**src/hw/ifu_pkg.sv**
```systemverilog
package ifu_pkg;

  //////////////////////////////////////////////////////////////////////
  // widths and fixed addresses
  //////////////////////////////////////////////////////////////////////

  localparam int unsigned addr_w = 32; // address and fetch word
  localparam int unsigned half_w = 16; // one rvc parcel

  localparam logic [addr_w-1:0] dm_halt_addr      = 32'h1A11_0800; // debug rom entry
  localparam logic [addr_w-1:0] dm_exception_addr = 32'h1A11_0808;
  localparam logic [addr_w-1:0] boot_offset       = 32'h0000_0080; // first fetch past boot base
  localparam logic [addr_w-1:0] fetch_step        = 32'h0000_0004; // one bus word

  //////////////////////////////////////////////////////////////////////
  // selectors
  //////////////////////////////////////////////////////////////////////

  typedef enum logic [2:0] {
    pc_boot = 3'd0,
    pc_jump = 3'd1,
    pc_exc  = 3'd2, // exception or irq entry
    pc_mret = 3'd3,
    pc_dret = 3'd4
  } pc_sel_e;

  typedef enum logic [1:0] {
    exc_pc_base     = 2'd0, // mtvec, direct mode
    exc_pc_irq      = 2'd1, // mtvec, vectored
    exc_pc_dbg_halt = 2'd2,
    exc_pc_dbg_exc  = 2'd3
  } exc_pc_sel_e;

  typedef struct packed {
    logic       irq;  // interrupt, not a sync exception
    logic [4:0] code;
  } exc_cause_t;

  //////////////////////////////////////////////////////////////////////
  // stage payloads
  //////////////////////////////////////////////////////////////////////

  typedef struct packed {
    logic              valid;  // single cycle strobe
    logic [addr_w-1:0] target;
  } redirect_t;

  typedef struct packed {
    logic [half_w-1:0] hi;
    logic [half_w-1:0] lo;
  } half_pair_t;

  // a bus word is either one rv32 instr or two parcels
  typedef union packed {
    logic [addr_w-1:0] word;
    half_pair_t        half;
  } instr_word_u;

  typedef struct packed {
    instr_word_u       data;
    logic [addr_w-1:0] addr; // word aligned
    logic              err;  // bus error on this word
  } fetch_rsp_t;

  typedef struct packed {
    logic [addr_w-1:0] instr;           // rv32 word, or rvc zero extended
    logic [half_w-1:0] instr_c;         // first parcel, for mtval
    logic              is_compressed;
    logic              illegal_c;
    logic              fetch_err;
    logic              fetch_err_plus2; // error only in second half
    logic [addr_w-1:0] pc;
  } if_instr_t;

endpackage
```
**src/hw/ifu_top.sv**
```systemverilog
`timescale 1ns/1ns

module ifu_top (
  input  logic                       clk_i,
  input  logic                       rst_ni,
  input  logic [ifu_pkg::addr_w-1:0] boot_addr_i,
  input  logic                       req_i,
  // instruction bus
  output logic                       instr_req_o,
  output logic [ifu_pkg::addr_w-1:0] instr_addr_o,
  input  logic                       instr_gnt_i,
  input  logic                       instr_rvalid_i,
  input  logic [ifu_pkg::addr_w-1:0] instr_rdata_i,
  input  logic                       instr_bus_err_i,
  // control from id/ex
  input  logic                       instr_valid_clear_i,
  input  logic                       pc_set_i,
  input  ifu_pkg::pc_sel_e           pc_mux_i,
  input  logic                       nt_branch_mispredict_i,
  input  logic [ifu_pkg::addr_w-1:0] nt_branch_addr_i,
  input  ifu_pkg::exc_pc_sel_e       exc_pc_mux_i,
  input  ifu_pkg::exc_cause_t        exc_cause_i,
  input  logic [ifu_pkg::addr_w-1:0] branch_target_ex_i,
  // csrs
  input  logic [ifu_pkg::addr_w-1:0] csr_mepc_i,
  input  logic [ifu_pkg::addr_w-1:0] csr_depc_i,
  input  logic [ifu_pkg::addr_w-1:0] csr_mtvec_i,
  output logic                       csr_mtvec_init_o,
  input  logic                       pmp_err_if_i,
  input  logic                       pmp_err_if_plus2_i,
  // id side
  input  logic                       id_in_ready_i,
  output logic                       if_busy_o,
  output logic                       instr_valid_id_o,
  output logic                       instr_new_id_o,
  output ifu_pkg::if_instr_t         instr_id_o,
  output logic [ifu_pkg::addr_w-1:0] pc_if_o,
  output logic [ifu_pkg::addr_w-1:0] pc_id_o
);

  ifu_pkg::redirect_t  redirect;
  ifu_pkg::fetch_rsp_t rsp;
  ifu_pkg::if_instr_t  if_instr;
  logic                rsp_valid;
  logic                slot_free;
  logic                fetch_busy;
  logic                if_instr_valid;

  ifu_pc_sel i_pc_sel (
    .pc_set_i, .pc_mux_i, .exc_pc_mux_i, .exc_cause_i, .boot_addr_i, .branch_target_ex_i,
    .csr_mepc_i, .csr_depc_i, .csr_mtvec_i, .nt_branch_mispredict_i, .nt_branch_addr_i,
    .redirect_o (redirect),
    .csr_mtvec_init_o
  );

  ifu_fetch i_fetch (
    .clk_i, .rst_ni, .req_i,
    .redirect_i  (redirect),
    .slot_free_i (slot_free),
    .instr_req_o, .instr_addr_o, .instr_gnt_i, .instr_rvalid_i, .instr_rdata_i, .instr_bus_err_i,
    .rsp_valid_o (rsp_valid),
    .rsp_o       (rsp),
    .busy_o      (fetch_busy)
  );

  ifu_align i_align (
    .clk_i, .rst_ni,
    .redirect_i    (redirect),
    .rsp_valid_i   (rsp_valid),
    .rsp_i         (rsp),
    .slot_free_o   (slot_free),
    .pmp_err_if_i, .pmp_err_if_plus2_i,
    .id_ready_i    (id_in_ready_i),
    .instr_valid_o (if_instr_valid),
    .instr_o       (if_instr),
    .pc_if_o
  );

  ifu_id_reg i_id_reg (
    .clk_i, .rst_ni,
    .instr_valid_i (if_instr_valid),
    .instr_i       (if_instr),
    .id_in_ready_i, .pc_set_i, .instr_valid_clear_i,
    .instr_valid_id_o, .instr_new_id_o, .instr_id_o
  );

  assign if_busy_o = fetch_busy | ~slot_free; // word in flight or still held
  assign pc_id_o   = instr_id_o.pc;

endmodule

```
**src/hw/ifu_id_reg.sv**
```systemverilog
`timescale 1ns/1ns

module ifu_id_reg (
  input  logic               clk_i,
  input  logic               rst_ni,
  input  logic               instr_valid_i,
  input  ifu_pkg::if_instr_t instr_i,
  input  logic               id_in_ready_i,
  input  logic               pc_set_i,
  input  logic               instr_valid_clear_i,
  output logic               instr_valid_id_o,
  output logic               instr_new_id_o,
  output ifu_pkg::if_instr_t instr_id_o
);

  logic xfer;    // valid and ready at this edge
  logic valid_d;
  logic valid_q;
  logic new_q;

  assign xfer = instr_valid_i & id_in_ready_i;

  //////////////////////////////////////////////////////////////////////
  // flags
  //////////////////////////////////////////////////////////////////////

  // set by a transfer unless squashed, then held until id clears it
  assign valid_d = (xfer & ~pc_set_i) | (valid_q & ~instr_valid_clear_i);

  always_ff @(posedge clk_i or negedge rst_ni) begin
    if (!rst_ni) begin
      valid_q <= 1'b0;
      new_q   <= 1'b0;
    end else begin
      valid_q <= valid_d;
      new_q   <= xfer; // one pulse per transfer
    end
  end

  //////////////////////////////////////////////////////////////////////
  // payload
  //////////////////////////////////////////////////////////////////////

  // frozen while id stalls
  always_ff @(posedge clk_i) begin
    if (xfer) begin
      instr_id_o <= instr_i;
    end
  end

  assign instr_valid_id_o = valid_q;
  assign instr_new_id_o   = new_q;

endmodule

```
**src/hw/ifu_align.sv**
```systemverilog
`timescale 1ns/1ns

module ifu_align (
  input  logic                       clk_i,
  input  logic                       rst_ni,
  input  ifu_pkg::redirect_t         redirect_i,
  input  logic                       rsp_valid_i,
  input  ifu_pkg::fetch_rsp_t        rsp_i,
  output logic                       slot_free_o,
  input  logic                       pmp_err_if_i,
  input  logic                       pmp_err_if_plus2_i,
  input  logic                       id_ready_i,
  output logic                       instr_valid_o,
  output ifu_pkg::if_instr_t         instr_o,
  output logic [ifu_pkg::addr_w-1:0] pc_if_o
);

  ifu_pkg::fetch_rsp_t        slot_q;  // current word
  ifu_pkg::fetch_rsp_t        part_q;  // word whose upper parcel starts a spanning instr
  logic                       slot_vld_q;
  logic                       part_vld_q;
  logic                       off_q;   // 1: next instr starts in upper parcel
  logic [ifu_pkg::half_w-1:0] first_half;
  logic                       is_c;
  logic                       split;
  logic                       fire;
  logic                       first_err;
  logic                       second_err;
  logic                       pmp_plus2;
  logic [ifu_pkg::addr_w-1:0] pc;

  //////////////////////////////////////////////////////////////////////
  // parcel select
  //////////////////////////////////////////////////////////////////////

  always_comb begin
    if (part_vld_q) begin
      first_half = part_q.data.half.hi;
      pc         = {part_q.addr[ifu_pkg::addr_w-1:2], 2'b10};
    end else begin
      first_half = off_q ? slot_q.data.half.hi : slot_q.data.half.lo;
      pc         = {slot_q.addr[ifu_pkg::addr_w-1:2], off_q, 1'b0};
    end
  end

  assign is_c  = (first_half[1:0] != 2'b11); // rvc unless low bits 11
  // uncompressed in the upper parcel, park it and fetch the next word
  assign split = slot_vld_q & ~part_vld_q & off_q & ~is_c;

  assign instr_valid_o = slot_vld_q & ~split & ~redirect_i.valid; // squash on redirect
  assign fire          = instr_valid_o & id_ready_i;

  //////////////////////////////////////////////////////////////////////
  // error merge
  //////////////////////////////////////////////////////////////////////

  assign first_err  = part_vld_q ? part_q.err : slot_q.err;
  assign second_err = part_vld_q & slot_q.err & ~part_q.err; // second word only
  assign pmp_plus2  = pc[1] & ~is_c & pmp_err_if_plus2_i;

  assign instr_o.instr           = is_c ? {{ifu_pkg::half_w{1'b0}}, first_half}
                                        : (part_vld_q ? {slot_q.data.half.lo, first_half}
                                                      : slot_q.data.word);
  assign instr_o.instr_c         = first_half;
  assign instr_o.is_compressed   = is_c;
  assign instr_o.illegal_c       = is_c & (first_half == '0); // only the zero parcel
  assign instr_o.fetch_err       = first_err | pmp_err_if_i | pmp_plus2;
  assign instr_o.fetch_err_plus2 = (pmp_plus2 | second_err) & ~pmp_err_if_i;
  assign instr_o.pc              = pc;

  assign pc_if_o     = pc;
  assign slot_free_o = ~slot_vld_q;

  //////////////////////////////////////////////////////////////////////
  // slot state
  //////////////////////////////////////////////////////////////////////

  always_ff @(posedge clk_i or negedge rst_ni) begin
    if (!rst_ni) begin
      slot_vld_q <= 1'b0;
      part_vld_q <= 1'b0;
      off_q      <= 1'b0;
    end else if (redirect_i.valid) begin
      slot_vld_q <= 1'b0;
      part_vld_q <= 1'b0;
      off_q      <= redirect_i.target[1];
    end else if (rsp_valid_i) begin
      slot_vld_q <= 1'b1;
    end else if (split) begin
      slot_vld_q <= 1'b0;
      part_vld_q <= 1'b1;
      off_q      <= 1'b0;
    end else if (fire) begin
      if (part_vld_q) begin
        part_vld_q <= 1'b0; // lower parcel used, upper one next
        off_q      <= 1'b1;
      end else if (!off_q && is_c) begin
        off_q <= 1'b1;
      end else begin
        slot_vld_q <= 1'b0; // word used up
        off_q      <= 1'b0;
      end
    end
  end

  always_ff @(posedge clk_i) begin
    if (rsp_valid_i && !redirect_i.valid) begin
      slot_q <= rsp_i;
    end
    if (split) begin
      part_q <= slot_q;
    end
  end

  // fetch only asks for a word when the slot is empty
  rsp_into_free_slot : assert property (
    @(posedge clk_i) disable iff (!rst_ni)
    rsp_valid_i |-> !slot_vld_q
  );

endmodule

```
**src/hw/ifu_fetch.sv**
```systemverilog
`timescale 1ns/1ns

module ifu_fetch (
  input  logic                       clk_i,
  input  logic                       rst_ni,
  input  logic                       req_i,
  input  ifu_pkg::redirect_t         redirect_i,
  input  logic                       slot_free_i,
  output logic                       instr_req_o,
  output logic [ifu_pkg::addr_w-1:0] instr_addr_o,
  input  logic                       instr_gnt_i,
  input  logic                       instr_rvalid_i,
  input  logic [ifu_pkg::addr_w-1:0] instr_rdata_i,
  input  logic                       instr_bus_err_i,
  output logic                       rsp_valid_o,
  output ifu_pkg::fetch_rsp_t        rsp_o,
  output logic                       busy_o
);

  logic                       req_q;     // request up, waiting for gnt
  logic                       out_q;     // granted, waiting for rvalid
  logic                       discard_q; // in-flight word belongs to old stream
  logic [ifu_pkg::addr_w-1:0] addr_q;    // address on the bus
  logic [ifu_pkg::addr_w-1:0] next_q;    // word for the next request
  logic [ifu_pkg::addr_w-1:0] target_word;
  logic [ifu_pkg::addr_w-1:0] fetch_addr;
  logic                       start;

  assign target_word = {redirect_i.target[ifu_pkg::addr_w-1:2], 2'b00};

  // one request in flight at most, and only into an empty slot
  // a redirect empties the aligner on the same edge
  assign start      = req_i & ~req_q & ~out_q & (slot_free_i | redirect_i.valid);
  assign fetch_addr = redirect_i.valid ? target_word : next_q;

  //////////////////////////////////////////////////////////////////////
  // bus handshake state
  //////////////////////////////////////////////////////////////////////

  always_ff @(posedge clk_i or negedge rst_ni) begin
    if (!rst_ni) begin
      req_q     <= 1'b0;
      out_q     <= 1'b0;
      discard_q <= 1'b0;
    end else begin
      if (start) begin
        req_q <= 1'b1;
      end else if (instr_gnt_i) begin
        req_q <= 1'b0; // held until here
      end

      if (req_q && instr_gnt_i) begin
        out_q <= 1'b1;
      end else if (instr_rvalid_i) begin
        out_q <= 1'b0;
      end

      // drop the response of anything requested before the redirect
      discard_q <= (discard_q & ~instr_rvalid_i) |
                   (redirect_i.valid & (req_q | (out_q & ~instr_rvalid_i)));
    end
  end

  // addresses only matter once a redirect has loaded them
  always_ff @(posedge clk_i) begin
    if (start) begin
      addr_q <= fetch_addr;
      next_q <= fetch_addr + ifu_pkg::fetch_step;
    end else if (redirect_i.valid) begin
      next_q <= target_word; // picked up once the old word is back
    end
  end

  //////////////////////////////////////////////////////////////////////
  // outputs
  //////////////////////////////////////////////////////////////////////

  assign instr_req_o  = req_q;
  assign instr_addr_o = addr_q;

  assign rsp_valid_o    = instr_rvalid_i & ~discard_q & ~redirect_i.valid;
  assign rsp_o.data     = instr_rdata_i;
  assign rsp_o.addr     = addr_q; // stable until the next start
  assign rsp_o.err      = instr_bus_err_i;

  assign busy_o = req_q | out_q;

  rvalid_only_outstanding : assert property (
    @(posedge clk_i) disable iff (!rst_ni)
    instr_rvalid_i |-> out_q
  );

  addr_held_until_gnt : assert property (
    @(posedge clk_i) disable iff (!rst_ni)
    instr_req_o && !instr_gnt_i |=> instr_req_o && $stable(instr_addr_o)
  );

endmodule

```
**src/hw/ifu_pc_sel.sv**
```systemverilog
`timescale 1ns/1ns

module ifu_pc_sel (
  input  logic                         pc_set_i,
  input  ifu_pkg::pc_sel_e             pc_mux_i,
  input  ifu_pkg::exc_pc_sel_e         exc_pc_mux_i,
  input  ifu_pkg::exc_cause_t          exc_cause_i,
  input  logic [ifu_pkg::addr_w-1:0]   boot_addr_i,
  input  logic [ifu_pkg::addr_w-1:0]   branch_target_ex_i,
  input  logic [ifu_pkg::addr_w-1:0]   csr_mepc_i,
  input  logic [ifu_pkg::addr_w-1:0]   csr_depc_i,
  input  logic [ifu_pkg::addr_w-1:0]   csr_mtvec_i,
  input  logic                         nt_branch_mispredict_i,
  input  logic [ifu_pkg::addr_w-1:0]   nt_branch_addr_i,
  output ifu_pkg::redirect_t           redirect_o,
  output logic                         csr_mtvec_init_o
);

  logic [ifu_pkg::addr_w-1:0] mtvec_base;
  logic [ifu_pkg::addr_w-1:0] irq_offset;
  logic [ifu_pkg::addr_w-1:0] exc_pc;
  logic [ifu_pkg::addr_w-1:0] set_pc;

  //////////////////////////////////////////////////////////////////////
  // trap vector
  //////////////////////////////////////////////////////////////////////

  assign mtvec_base = {csr_mtvec_i[ifu_pkg::addr_w-1:2], 2'b00}; // drop mode bits
  assign irq_offset = {{(ifu_pkg::addr_w-7){1'b0}}, exc_cause_i.code, 2'b00}; // 4 * cause

  always_comb begin
    unique case (exc_pc_mux_i)
      ifu_pkg::exc_pc_base:     exc_pc = mtvec_base;
      ifu_pkg::exc_pc_irq:      exc_pc = mtvec_base + irq_offset;
      ifu_pkg::exc_pc_dbg_halt: exc_pc = ifu_pkg::dm_halt_addr;
      ifu_pkg::exc_pc_dbg_exc:  exc_pc = ifu_pkg::dm_exception_addr;
      default:                  exc_pc = mtvec_base;
    endcase
  end

  //////////////////////////////////////////////////////////////////////
  // pc source
  //////////////////////////////////////////////////////////////////////

  always_comb begin
    unique case (pc_mux_i)
      ifu_pkg::pc_boot: set_pc = boot_addr_i + ifu_pkg::boot_offset;
      ifu_pkg::pc_jump: set_pc = branch_target_ex_i;
      ifu_pkg::pc_exc:  set_pc = exc_pc;
      ifu_pkg::pc_mret: set_pc = csr_mepc_i;
      ifu_pkg::pc_dret: set_pc = csr_depc_i;
      default:          set_pc = boot_addr_i + ifu_pkg::boot_offset;
    endcase
  end

  // either source squashes the current stream
  assign redirect_o.valid  = pc_set_i | nt_branch_mispredict_i;
  assign redirect_o.target = pc_set_i ? {set_pc[ifu_pkg::addr_w-1:1], 1'b0} // halfword aligned
                                      : nt_branch_addr_i;

  assign csr_mtvec_init_o = pc_set_i & (pc_mux_i == ifu_pkg::pc_boot); // once per boot

  // the controller raises at most one redirect source per cycle
  mispredict_vs_pc_set : assert final (!(pc_set_i && nt_branch_mispredict_i));

endmodule

```
**config.mk**
```make
export PLATFORM = sky130hd
export DESIGN_NAME = ifu_top
export DESIGN_NICKNAME = d
export VERILOG_FILES = /design/src/hw/ifu_pkg.sv /design/src/hw/ifu_top.sv /design/src/hw/ifu_id_reg.sv /design/src/hw/ifu_align.sv /design/src/hw/ifu_fetch.sv /design/src/hw/ifu_pc_sel.sv
export SDC_FILE = /design/constraint.sdc
export NUM_CORES = 1
export LEC_CHECK = 0
export BUFFER_PORTS_ARGS = -buffer_cell sky130_fd_sc_hd__buf_4
export CORE_AREA = 2 2 170 172
export DETAILED_ROUTE_END_ITERATION = 12
export DIE_AREA = 0 0 172 174
export PLACE_DENSITY = 0.77
export SETUP_SLACK_MARGIN = 0.05
export SLEW_MARGIN = 25
export SYNTH_ARGS = -nofsm -noshare
export SYNTH_HDL_FRONTEND = slang
export SYNTH_SLANG_ARGS = --single-unit
```
**constraint.sdc**
```tcl
create_clock -name clk_i -period 22.5 [get_ports clk_i]
set_clock_uncertainty 0.15 [all_clocks]
set_input_delay 1.125 -clock clk_i [delete_from_list [all_inputs] [get_ports clk_i]]
set_output_delay 1.125 -clock clk_i [all_outputs]
set_load 0.05 [all_outputs]
```
# Word-level counts from Yosys, hierarchy flattened
# Index checks and enable logic that the tools add are counted.
[totals] reg_bits=286 out_inout_bits=185 in_bits=247 elab_cells=129
[classes] add_sub_neg=3 n_mux=31 reduce_logical=14 eq_ne=11 n_bitwise=46
[ops] cell="one-hot mux 32 bit (4 select lines)" n=2
[ops] cell="2-to-1 mux 32 bit" n=5
[ops] cell="2-to-1 mux 16 bit" n=3
[ops] cell="adder 32 x 3 -> 32 bit, second input constant" n=1
[ops] cell="adder 32 x 7 -> 32 bit" n=1
[ops] cell="adder 32 x 8 -> 32 bit, second input constant" n=1
[ops] cell="AND 1 bit" n=23
[ops] cell="2-to-1 mux 1 bit" n=21
[ops] cell="zero test 16 bit" n=1
[ops] cell="NOT 1 bit" n=13
[ops] cell="bitwise OR 1 bit" n=10
[ops] cell="== test 3 x 2 -> 1 bit, second input constant" n=2
[ops] cell="== test 2 bit, second input constant" n=2
[ops] cell="!= test 4 x 1 -> 1 bit, second input constant" n=1
[ops] cell="!= test 4 x 2 -> 1 bit, second input constant" n=1
[ops] cell="nonzero test 2 bit" n=2
[ops] cell="nonzero test 4 bit" n=1
[ops] cell="== test 3 x 1 -> 1 bit, second input constant" n=1
[ops] cell="== test 3 bit, second input constant" n=1
[ops] cell="logical AND 1 bit" n=3
[ops] cell="zero test 3 bit" n=1
[ops] cell="AND reduction 3 bit" n=1
[ops] cell="nonzero test 3 bit" n=1
[ops] cell="== test 2 x 1 -> 1 bit, second input constant" n=1
[ops] cell="5 further kinds" n=6

# Depth between registers and ports, before layout
# Gate-level depths: netlist of run 1.
[depth] depth_word=13 mapped_depth=15 mapped_depth_nobuf=15

# Modules after synthesis
# Synthesis of run 1 repeated with hierarchy kept, for this count alone.
[hier_totals] cells_unflattened=1226 hier_area_um2=14268.7
[modules_own_cells] mod="ifu_align" seq_area_each_um2=3378.2 area_per_inst_um2=5201.2 cells_each=337 n_inst=1
[modules_own_cells] mod="ifu_fetch" seq_area_each_um2=1676.6 area_per_inst_um2=3417.0 cells_each=310 n_inst=1
[modules_own_cells] mod="ifu_pc_sel" seq_area_each_um2=0.0 area_per_inst_um2=2807.7 cells_each=456 n_inst=1
[modules_own_cells] mod="ifu_id_reg" seq_area_each_um2=2572.5 area_per_inst_um2=2596.2 cells_each=90 n_inst=1
[modules_own_cells] mod="ifu_top" seq_area_each_um2=0.0 area_per_inst_um2=246.5 cells_each=33 n_inst=1

# Worst setup path before layout of run 1
# Ideal clock, no wire load.
[synth_path] path_kind="input port to flip-flop" startpoint="in pc_set_i" endpoint="reg i_id_reg.new_q, in the netlist i_id_reg.instr_new_id_o" n_path_buf=6 stages=8 arrival_time_ns=8.258 setup_time_ns=0.713 required_time_ns=21.637 slack_ns=13.378 path_cell_list="buf_2 -> buf_2 -> buf_1 -> buf_1 -> clkbuf_1 -> or2_2 -> clkbuf_1 -> nor3_1"
[synth_via] elab_chain_cells=4
[synth_lines] item="from (decl)" line="ifu_top.sv:17" source="input logic pc_set_i,"
[synth_lines] item="bitwise OR 1 bit" line="ifu_pc_sel.sv:57" source="assign redirect_o.valid = pc_set_i | nt_branch_mispredict_i;"
[synth_lines] item="NOT 1 bit" line="ifu_align.sv:50" source="assign instr_valid_o = slot_vld_q & ~split & ~redirect_i.valid;"
[synth_lines] item="AND 1 bit" line="ifu_align.sv:50"
[synth_lines] item="AND 1 bit"
[synth_lines] item="via i_align.fire" line="ifu_align.sv:26" source="logic fire;"
[synth_lines] item="to (signal assigned)" line="ifu_id_reg.sv:36" source="new_q <= xfer;"
[synth_lines] item="to (decl)" line="ifu_id_reg.sv:19" source="logic new_q;"
# The timed path passes the listed nets, and every way through them passes these cells.
# A chain may end at the register's enable or synchronous reset.

# Worst setup path in the final report of run 1
[layout_path] startpoint="in exc_cause_i[4] (netlist name)" endpoint="reg i_fetch.next_q[25] (netlist name)"
[layout_via] elab_chain_cells=7
[layout_lines] item="from (decl)" line="ifu_top.sv:22" source="input ifu_pkg::exc_cause_t exc_cause_i,"
[layout_lines] item="adder 32 x 7 -> 32 bit *" line="ifu_pc_sel.sv:34" source="ifu_pkg::exc_pc_irq: exc_pc = mtvec_base + irq_offset;"
[layout_lines] item="one-hot mux 32 bit (4 select lines) *" line="ifu_pc_sel.sv:32" source="unique case (exc_pc_mux_i)"
[layout_lines] item="one-hot mux 32 bit (4 select lines) *" line="ifu_pc_sel.sv:46" source="unique case (pc_mux_i)"
[layout_lines] item="2-to-1 mux 32 bit *" line="ifu_pc_sel.sv:58" source="assign redirect_o.target = pc_set_i ? {set_pc[ifu_pkg::addr_w-1:1], 1'b0}"
[layout_lines] item="2-to-1 mux 32 bit *" line="ifu_fetch.sv:34" source="assign fetch_addr = redirect_i.valid ? target_word : next_q;"
[layout_lines] item="adder 32 x 3 -> 32 bit" line="ifu_fetch.sv:68" source="next_q <= fetch_addr + ifu_pkg::fetch_step;"
[layout_lines] item="2-to-1 mux 32 bit *" line="ifu_fetch.sv:66" source="if (start) begin"
[layout_lines] item="to (signal assigned)" line="ifu_fetch.sv:68"
[layout_lines] item="to (signal assigned)" line="ifu_fetch.sv:70" source="next_q <= target_word;"
[layout_lines] item="to (decl)" line="ifu_fetch.sv:24" source="logic [ifu_pkg::addr_w-1:0] next_q;"
# Every way passes the cells marked *; elsewhere a longest branch is shown, timed or not.

==> results of run 1 <==
critical path, stage by stage:
cell	delay (ps)
buf_4	110
ha_1	360
and2_1	180
a311oi_2	730
a21boi_0	250
o32ai_1	480
o21ai_2	170
or3_1	350
nor4_1	700
nand4_1	250
xnor2_1	170
through the flow:
stage | util (%) | hold WS (ps) | instance area [µm²]
global placement | 59.28 | 263.7 | 16740
floorplan | - | 252.5 | 13800
CTS | 62.04 | 264.0 | 17520
detailed placement | 59.30 | 263.7 | 16740
global route | 62.06 | 266.6 | 17520
finish | 62.06 | 274.8 | 17520
cell usage after synthesis (10+ instances only):
master / n / area, µm²
a211oi_1: 16 / 120.1
a21oi_1: 34 / 170.2
a221oi_1: 17 / 148.9
a31oi_1: 18 / 112.6
and3_1: 17 / 106.4
buf_1: 12 / 45.04
buf_2: 24 / 120.1
buf_4: 66 / 495.5
clkbuf_1: 30 / 112.6
dfxtp_1: 32 / 640.6
edfxtp_1: 225 / 6756
inv_1: 32 / 120.1
mux2_2: 36 / 405.4
mux2i_1: 58 / 580.6
nand2_1: 64 / 240.2
nand2b_1: 37 / 231.5
nand3_1: 31 / 155.2
nand4_1: 20 / 125.1
nor2_1: 84 / 315.3
nor2b_1: 21 / 131.4
nor3_1: 15 / 75.07
nor4_1: 12 / 75.07
o21ai_0: 45 / 225.2
o22ai_1: 10 / 62.56
xnor2_1: 39 / 341.6
xor2_1: 17 / 148.9
layout make-up:
cell class	count	share of cell area [%]
clock inverters	8	0.4212
clock buffers	37	3.998
multi-input cells	762	30.35
repair buffers	429	18.38
inverters	33	0.7068
well taps	384	2.742
flip-flops and latches	265	43.37
diodes	2	0.02856
cell families (layout without fill, tap and decap cells):
group / after synthesis / count (layout) / synth area share [%]
XOR/XNOR: 56 / 56 / 3.557
other: 1 / 5 / 0.02719
AND/OR/NAND/NOR: 370 / 370 / 15.03
multiplexers: 94 / 94 / 7.150
flip-flops: 265 / 265 / 55.09
buffers and inverters: 166 / 507 / 6.587
adder cells (fa/ha/maj): 8 / 8 / 0.7803
AO/OA/AOI/OAI: 231 / 231 / 11.78
flip-flops by register name, summed over array words and instances, names as in the netlist, 32 cells and up:
register,cells
i_id_reg.instr_id_o,83
i_align.slot_q,63
i_align.part_q,47
i_fetch.instr_addr_o,32
i_fetch.next_q,32
final timing paths:
check,from,end,slack (ps),cells past startpoint
worst max-delay path,exc_cause_i[4],i_fetch.next_q[25],17840,11
worst min-delay path,i_fetch.next_q[0],i_fetch.next_q[0],270,2
worst max register to register,i_align.part_vld_q,i_id_reg.instr_id_o[24],17930,7
worst min register to register,i_fetch.next_q[0],i_fetch.next_q[0],270,2
max in group asynchronous,rst_ni,i_align.part_vld_q,21750,1
min in group asynchronous,rst_ni,i_fetch.out_q,280,1
routing by layer:
layer,vias to the layer above,GRT usage [%],routed length [µm]
li1,5067,-,-
met1,5332,32.12,15860
met2,501,50.08,21920
met3,73,3.575,2749
met4,0,8.508,1281
met5,-,0,0
where the power goes:
part	internal (µW)	total [µW]	leakage, µW	switching (µW)
clock	227	400	0.000376	172
combinational	85.5	233	0.00393	147
sequential	566	579	0.00242	13.5
==> results.cfg, run 1 <==
[route]
dr.first_iter.drc_count = 838
antenna_left = 0
wl_um = 41810
firstDrtPassIters = 5
wl_per_cell_um = 21.78
num_vias = 10970
drc = 0
viasPerCell = 5.715

[clock_tree]
cts_setup_buffers = 0
cts_buffers = 25
cts-resized-gates = 0
path_clk_slew_ps = 60
insertion_delay_ps = 510
cts_sinks = 265
clock_path_buffers = 3
cts_tree = done
postCtsHoldBufs = 0
cts_root_buf = clkbuf_16
h-tree-depth = 1

[worst_setup_path]
crit_arrival_ps = 4900
start_kind = input pin
end_kind = register
worst-path-max-fanout = 11
critPathKind = input pin to register
cp.required_ps = 22730

[cells_and_area]
fin_cells = 1920
nets = 1771
multi_input_area_um2 = 5319
drive_gt1_share_pct = 35.07
fillCellCount = 2304
synthToLayoutAreaGrowth_pct = 27.08
final_cell_mix = buf_4 (429), edfxtp_1 (225), nor2_1 (83)
seq_area_um2 = 7601
final_common_cell = buf_4

[grt]
overflow = 0
grt_max_degree = 72
antenna_found_initial = 2
grtUsageTotal_pct = 27.01
grt_pass1_vias = 10860
grt_pass1_wl_um = 61910

[place]
place_ws_ps = 17390
dp_hpwl_um = 32250
port_buffers = 420
placedCellCount = 1873
gp_congestion = 0.8939

[sta]
rsz0062_at_grt = false
max_slew_margin_pct = 34.60
setup_viol = 0
hold_violations = 0
tns_ps = 0
tightestPinTransition_ps = 972.7
clock.fmax_mhz = 214.5
finalWorstPathRequiredPeriod_ps = 4662
setup_ws_ps = 17840
maxSlewViolCount = 0
fin_crit_sh_pct = 20.72

[synth]
syn_area_um2 = 13790
synthDistinctLibCells = 86
synth_enable_flop_cells = 225
avgSynthCellArea_um2 = 11.58
yosysSeqAreaShare_pct = 55.09
syn_inst = 1191
async_reset_ff_share_pct = 3.019
ys.warnings.count = 0
synth-seq-cells = 265
synth_ff_type = edfxtp_1

[die]
coreArea_um2 = 28240
die_h_um = 174
fp.dieW_um = 172
initial_utilization_pct = 48.83
ios = 432
rows = 62
die_area_um2 = 29930

[power_and_ir_drop]
powerDensity_nw_per_um2 = 69.14
total_power_uw = 1212
peakVddDrop_uv = 38.63
power_leakage_uw = 0.006724

[run_status]
status = finished, final reports clean

[run]
drv_cap = 0

[worst_hold_path]
hp-class = register to register
Power figures use the tool's default switching activity.
==> run 2, diff against run 1 <==
CORE_AREA = 2 2 166 168   (was 2 2 170 172)
DIE_AREA = 0 0 168 170   (was 0 0 172 174)
PLACE_DENSITY = 0.81   (was 0.77)
clock period = 4.7 ns   (was 22.5 ns; I/O delays follow)
==> run 2 against run 1 <==
  * Critical path depth fell by 3
  * Final cell count up 0.52%
  * Count of clock-buffer cells in the layout fell by 9
  * Largest cell class unchanged
  * Combinational power increased to 5.0 times the previous value
  * Worst hold slack lost 250 ps
  * First-iteration DRC count grew 26%
  * Global-route usage is 2.2 points higher
==> results.cfg, run 2 (synthesis gave the netlist of run 1 again) <==
[cells_and_area]
fin_cells = 1930
synthToLayoutAreaGrowth_pct = 31.09
largest_reg_flops = 83
largest_register = i_id_reg.instr_id_o
final_cell_mix = buf_4 (435), edfxtp_1 (225), nor2_1 (83)
final_common_cell = buf_4
largestRegisters = i_id_reg.instr_id_o x83, i_align.slot_q x63, i_align.part_q x47
drive_gt1_share_pct = 34.62
nets = 1823

[die]
die_h_um = 170
initial_utilization_pct = 51.74
ios = 432
coreArea_um2 = 26650
fp.dieW_um = 168
rows = 60
die_area_um2 = 28560

[power_and_ir_drop]
pwr-share-clk_pct = 34.7
combPwrFrac_pct = 19.3
power_leakage_uw = 0.006996
switching_share_pct = 27.06
p_int_uw = 4401
p_sw_uw = 1632
peakVddDrop_uv = 192.0
powerDensity_nw_per_um2 = 333.8
power.share.sequential_pct = 46.1

[clock_tree]
cts_buffers = 25
cts-resized-gates = 0
h-tree-depth = 1
cts_sinks = 265
path_clk_slew_ps = 60
cts_setup_buffers = 0
clock_path_buffers = 3
cts_tree = done
insertion_delay_ps = 520
postCtsHoldBufs = 44
cts_root_buf = clkbuf_16

[run_status]
status = finished, final reports clean

[worst_setup_path]
start_kind = register
worst-path-max-fanout = 38
crit_arrival_ps = 4200
critPathKind = register to register
cp.required_ps = 4950
end_kind = register

[sta]
finalWorstPathRequiredPeriod_ps = 3951
rsz0062_at_grt = false
tightestPinTransition_ps = 1027
tns_ps = 0
fin_crit_sh_pct = 84.07
hold_violations = 0
clock.fmax_mhz = 253.1
setup_viol = 0
maxSlewViolCount = 0
max_slew_margin_pct = 30.96

[route]
antenna_left = 0
viasPerCell = 5.848
num_vias = 11290
drc = 0
dr.first_iter.drc_count = 1054
wl_per_cell_um = 22.39
wl_um = 43200
firstDrtPassIters = 5

[place]
placedCellCount = 1838
gp_congestion = 0.9347
dp_hpwl_um = 32500
port_buffers = 420

[worst_hold_path]
hp-class = input pin to register

[grt]
grt_pass1_vias = 11360
antenna_found_initial = 3
grtUsageTotal_pct = 29.19
grt_pass1_wl_um = 64400
grt_max_degree = 86
overflow = 0

[run]
drv_cap = 0
[run 2: worst paths after layout]
path / depth (start not counted) / startpoint / endpoint / slack (ps)
min in group asynchronous: 3 / rst_ni / i_id_reg.instr_valid_id_o / 570
hold / removal: 3 / boot_addr_i[4] / i_fetch.next_q[4] / 20
setup / recovery: 8 / i_align.part_vld_q / i_align.off_q / 750
setup reg to reg: 8 / i_align.part_vld_q / i_align.off_q / 750
hold reg to reg: 2 / i_fetch.next_q[0] / i_fetch.next_q[0] / 280
max in group asynchronous: 3 / rst_ni / i_align.part_vld_q / 3520
[run 2: power groups by stage]
stage	combinational (µW)	sequential, µW	clock [µW]
final	1160	2780	2090
after global routing	1230	2790	2200
after CTS	1150	2780	2120
after detailed placement	1110	2830	0
after global placement	1100	2820	0
after floorplan	530	2970	0
[run 2: metrics by stage]
| step | setup slack [ps] | utilization [%] | power (µW) | cell area [µm²] | hold WS (ps) |
|---|---|---|---|---|---|
| final | 748.5 | 67.83 | 6033 | 18080 | 24.74 |
| after global routing | 442.8 | 67.83 | 6221 | 18080 | 12.11 |
| after CTS | 809.1 | 67.77 | 6054 | 18060 | 10.86 |
| after detailed placement | 721.7 | 62.92 | 3940 | 16770 | -85.94 |
| after global placement | 789.0 | 62.92 | 3920 | 16770 | -86.34 |
| after floorplan | 399.2 | - | 3497 | 13810 | -210.6 |
[run 2: area by class of cell]
type                    count  area [µm²]
flip-flops and latches    265        7601
multi-input cells         762        5319
fillers                  1962        8574
clock inverters            17       215.2
well taps                 341       426.7
clock buffers              28       636.9
repair buffers            481        3746
diodes                      3       7.507
inverters                  33       123.9
[run 2: per-layer routing]
metal / vias to the layer above / part of all wire (%) / track usage [%]
li1: 5166 / - / -
met1: 5413 / 36 / 33.52
met2: 609 / 53 / 55.10
met3: 98 / 7.2 / 4.233
met4: 0 / 3.7 / 10.89
met5: - / 0 / 0
[run 2: worst max-delay path, cell delays in order, from the launching register on]
cell and delay [ps]:
dfrtp_4 690, o21ai_0 640, and2_1 450, clkinv_1 630, nand2_1 250, a311oi_1 130
a211oi_1 240, a21oi_1 60, dlygate4sd3_1 580
==> run 3, diff against run 2 <==
ABC_AREA = 1   (was default)
CORE_AREA = default   (was 2 2 166 168)
CORE_UTILIZATION = 47   (was default)
DIE_AREA = default   (was 0 0 168 170)
PLACE_DENSITY = 0.77   (was 0.81)
clock period = 3.5 ns   (was 4.7 ns; I/O delays follow)
==> run 3 against run 2 <==
  * Worst hold slack lost 15 ps
  * Area after synthesis grew 4.7%
  * Wire length grew 4.1%
  * Largest cell class unchanged
  * Register-to-register slack lost 380 ps
  * Highest routed layer unchanged
==> results.cfg, run 3 <==
[run_status]
status = finished, final reports clean

[route]
wl_per_cell_um = 18.19
antenna_left = 0
dr.first_iter.drc_count = 972
drc = 0
num_vias = 12970
wl_um = 44980
firstDrtPassIters = 7
viasPerCell = 5.245

[power_and_ir_drop]
p_sw_uw = 2289
power.share.sequential_pct = 46.4
power_leakage_uw = 0.008383
pwr-share-clk_pct = 32.8
p_int_uw = 5730
combPwrFrac_pct = 20.7
switching_share_pct = 28.54
total_power_uw = 8019
powerDensity_nw_per_um2 = 426.7
peakVddDrop_uv = 317.1

[die]
fp.dieW_um = 177.2
die_h_um = 177.2
rows = 63
die_area_um2 = 31410
ios = 432
initial_utilization_pct = 48.18
coreArea_um2 = 29950

[sta]
fin_crit_sh_pct = 89.55
tightestPinTransition_ps = 774.6
hold_violations = 0
setup_viol = 0
max_slew_margin_pct = 48.36
maxSlewViolCount = 0
finalWorstPathRequiredPeriod_ps = 3134
clock.fmax_mhz = 319.0
rsz0062_at_grt = false

[cells_and_area]
largest_register = i_id_reg.instr_id_o
final_cell_mix = nand2_1 (493), buf_4 (437), edfxtp_1 (225)
final_common_cell = nand2_1
fillCellCount = 2508
n_antenna_cell = 0
largest_reg_flops = 83
final_area_um2 = 18790
drive_gt1_share_pct = 27.46
largestRegisters = i_id_reg.instr_id_o x83, i_align.slot_q x63, i_align.part_q x47
synthToLayoutAreaGrowth_pct = 30.21
nets = 2321
utilization_pct = 62.73
fin_cells = 2473

[clock_tree]
clock_path_buffers = 3
h-tree-depth = 1
cts_tree = done
cts_buffers = 24
cts_sinks = 265
cts_root_buf = clkbuf_16
insertion_delay_ps = 510
path_clk_slew_ps = 70

[synth]
syn_area_um2 = 14430
ys_top_cells_by_count = nand2_1 (495), edfxtp_1 (225), inv_1 (185), nor2_1 (117), nand3_1 (116)
synth_top_area_share_pct = 46.82
yosysSeqAreaShare_pct = 52.64
syn_inst = 1671
yosysMostFrequentCell = nand2_1
avgSynthCellArea_um2 = 8.636
synth_ff_type = edfxtp_1
synth-seq-cells = 265
synth_enable_flop_cells = 225
async_reset_ff_share_pct = 3.019
yosys.area.top_type = edfxtp_1
ys.warnings.count = 0
synthDistinctLibCells = 54
netlist_top_cells_area = edfxtp_1 (47%), nand2_1 (13%), inv_1 (4.8%), dfxtp_1 (4.4%), nand3_1 (4.0%)

[worst_hold_path]
hp-class = input pin to register
whs_path_depth = 5

[place]
placedCellCount = 2382
port_buffers = 420
placed_area_um2 = 17520
dp_hpwl_um = 34580
gp_congestion = 1.008

[worst_setup_path]
worst-path-max-fanout = 20
critPathKind = register to register
r2r_cells = 11
start_kind = register
end_kind = register
cp.required_ps = 3610
crit_arrival_ps = 3240

[run]
drv_cap = 0

[grt]
grt_pass1_wl_um = 67390
grtUsageTotal_pct = 28.03
grt_pass1_vias = 12740
antenna_found_initial = 1
overflow = 0
grt_max_degree = 79
==> run 3: logic make-up after synthesis <==
family,Yosys count,synth area share [%]
other,1,0.02599
DFF,265,52.64
buffers and inverters,320,10.50
and+or+nand+nor,857,26.33
xor gates and xnor gates,23,1.396
adders and majority gates,8,0.7456
AOI/OAI and AO/OA,197,8.358
==> run 3: worst paths after layout <==
check	startpoint	to	slack [ps]
worst max-delay path	i_align.part_vld_q	i_id_reg.instr_id_o[32]	370
worst min-delay path	req_i	i_fetch.next_q[3]	10
worst max register to register	i_align.part_vld_q	i_id_reg.instr_id_o[32]	370
worst min register to register	i_fetch.next_q[0]	i_fetch.next_q[0]	270
max in group asynchronous	rst_ni	i_align.part_vld_q	2250
min in group asynchronous	rst_ni	i_id_reg.instr_new_id_o	580
==> run 3: per-stage QoR <==
step	setup WS (ps)	hold WS (ps)	setup TNS (ps)
after floorplan	-1332	-270.6	-112200
after global placement	415.5	-132.4	0
after detailed placement	375.7	-129.9	0
after CTS	88.37	5.437	0
after global routing	216.1	35.34	0
final	365.6	10.09	0
==> run 3: layout make-up <==
cell class	instances	area [µm²]	share of cell area (%)
Clock inverter	17	163.9	0.8723
Inverter	201	765.7	4.075
Timing Repair Buffer	485	3781	20.12
Clock buffer	26	629.4	3.349
Sequential cell	265	7599	40.44
Tap cell	390	488.0	2.597
Multi-Input combinational cell	1088	5359	28.52
Timing Repair inverter	1	5.005	0.02663
==> run 3: metal layers <==
layer	part of all wire [%]	up-vias	GRT usage, %	routed length, µm
met1	37	5975	30.90	16500
met2	53	611	53.27	23660
li1	-	6272	-	-
met5	0	-	0	0
met4	4.3	0	12.68	1923
met3	6.4	114	3.265	2894
==> run 3: power groups by stage <==
stage | sequential, µW | clock (µW) | combinational (µW)
after floorplan | 3990 | 0 | 772
after global placement | 3790 | 0 | 1570
after detailed placement | 3790 | 0 | 1590
after CTS | 3730 | 2670 | 1650
after global routing | 3740 | 2790 | 1790
final | 3720 | 2630 | 1660
==> run 3: timing repair <==
action / CTS / global route
setup buffers: 0 / 1
resized for setup: 0 / 1
endpoints found under the setup margin: 0 / 1
endpoints found under the hold margin: 50 / 0
hold buffers: 46 / 0
==> run 3: critical path, stage by stage (launching register included) <==
cell and delay [ps]:
dfrtp_2 530, inv_2 130, nand2_1 110, o21ai_0 80, a31oi_1 290, inv_1 150, nand2_2 170, buf_4 320
clkinvlp_4 170, nand3_1 120, a21oi_1 80, dlygate4sd3_1 570
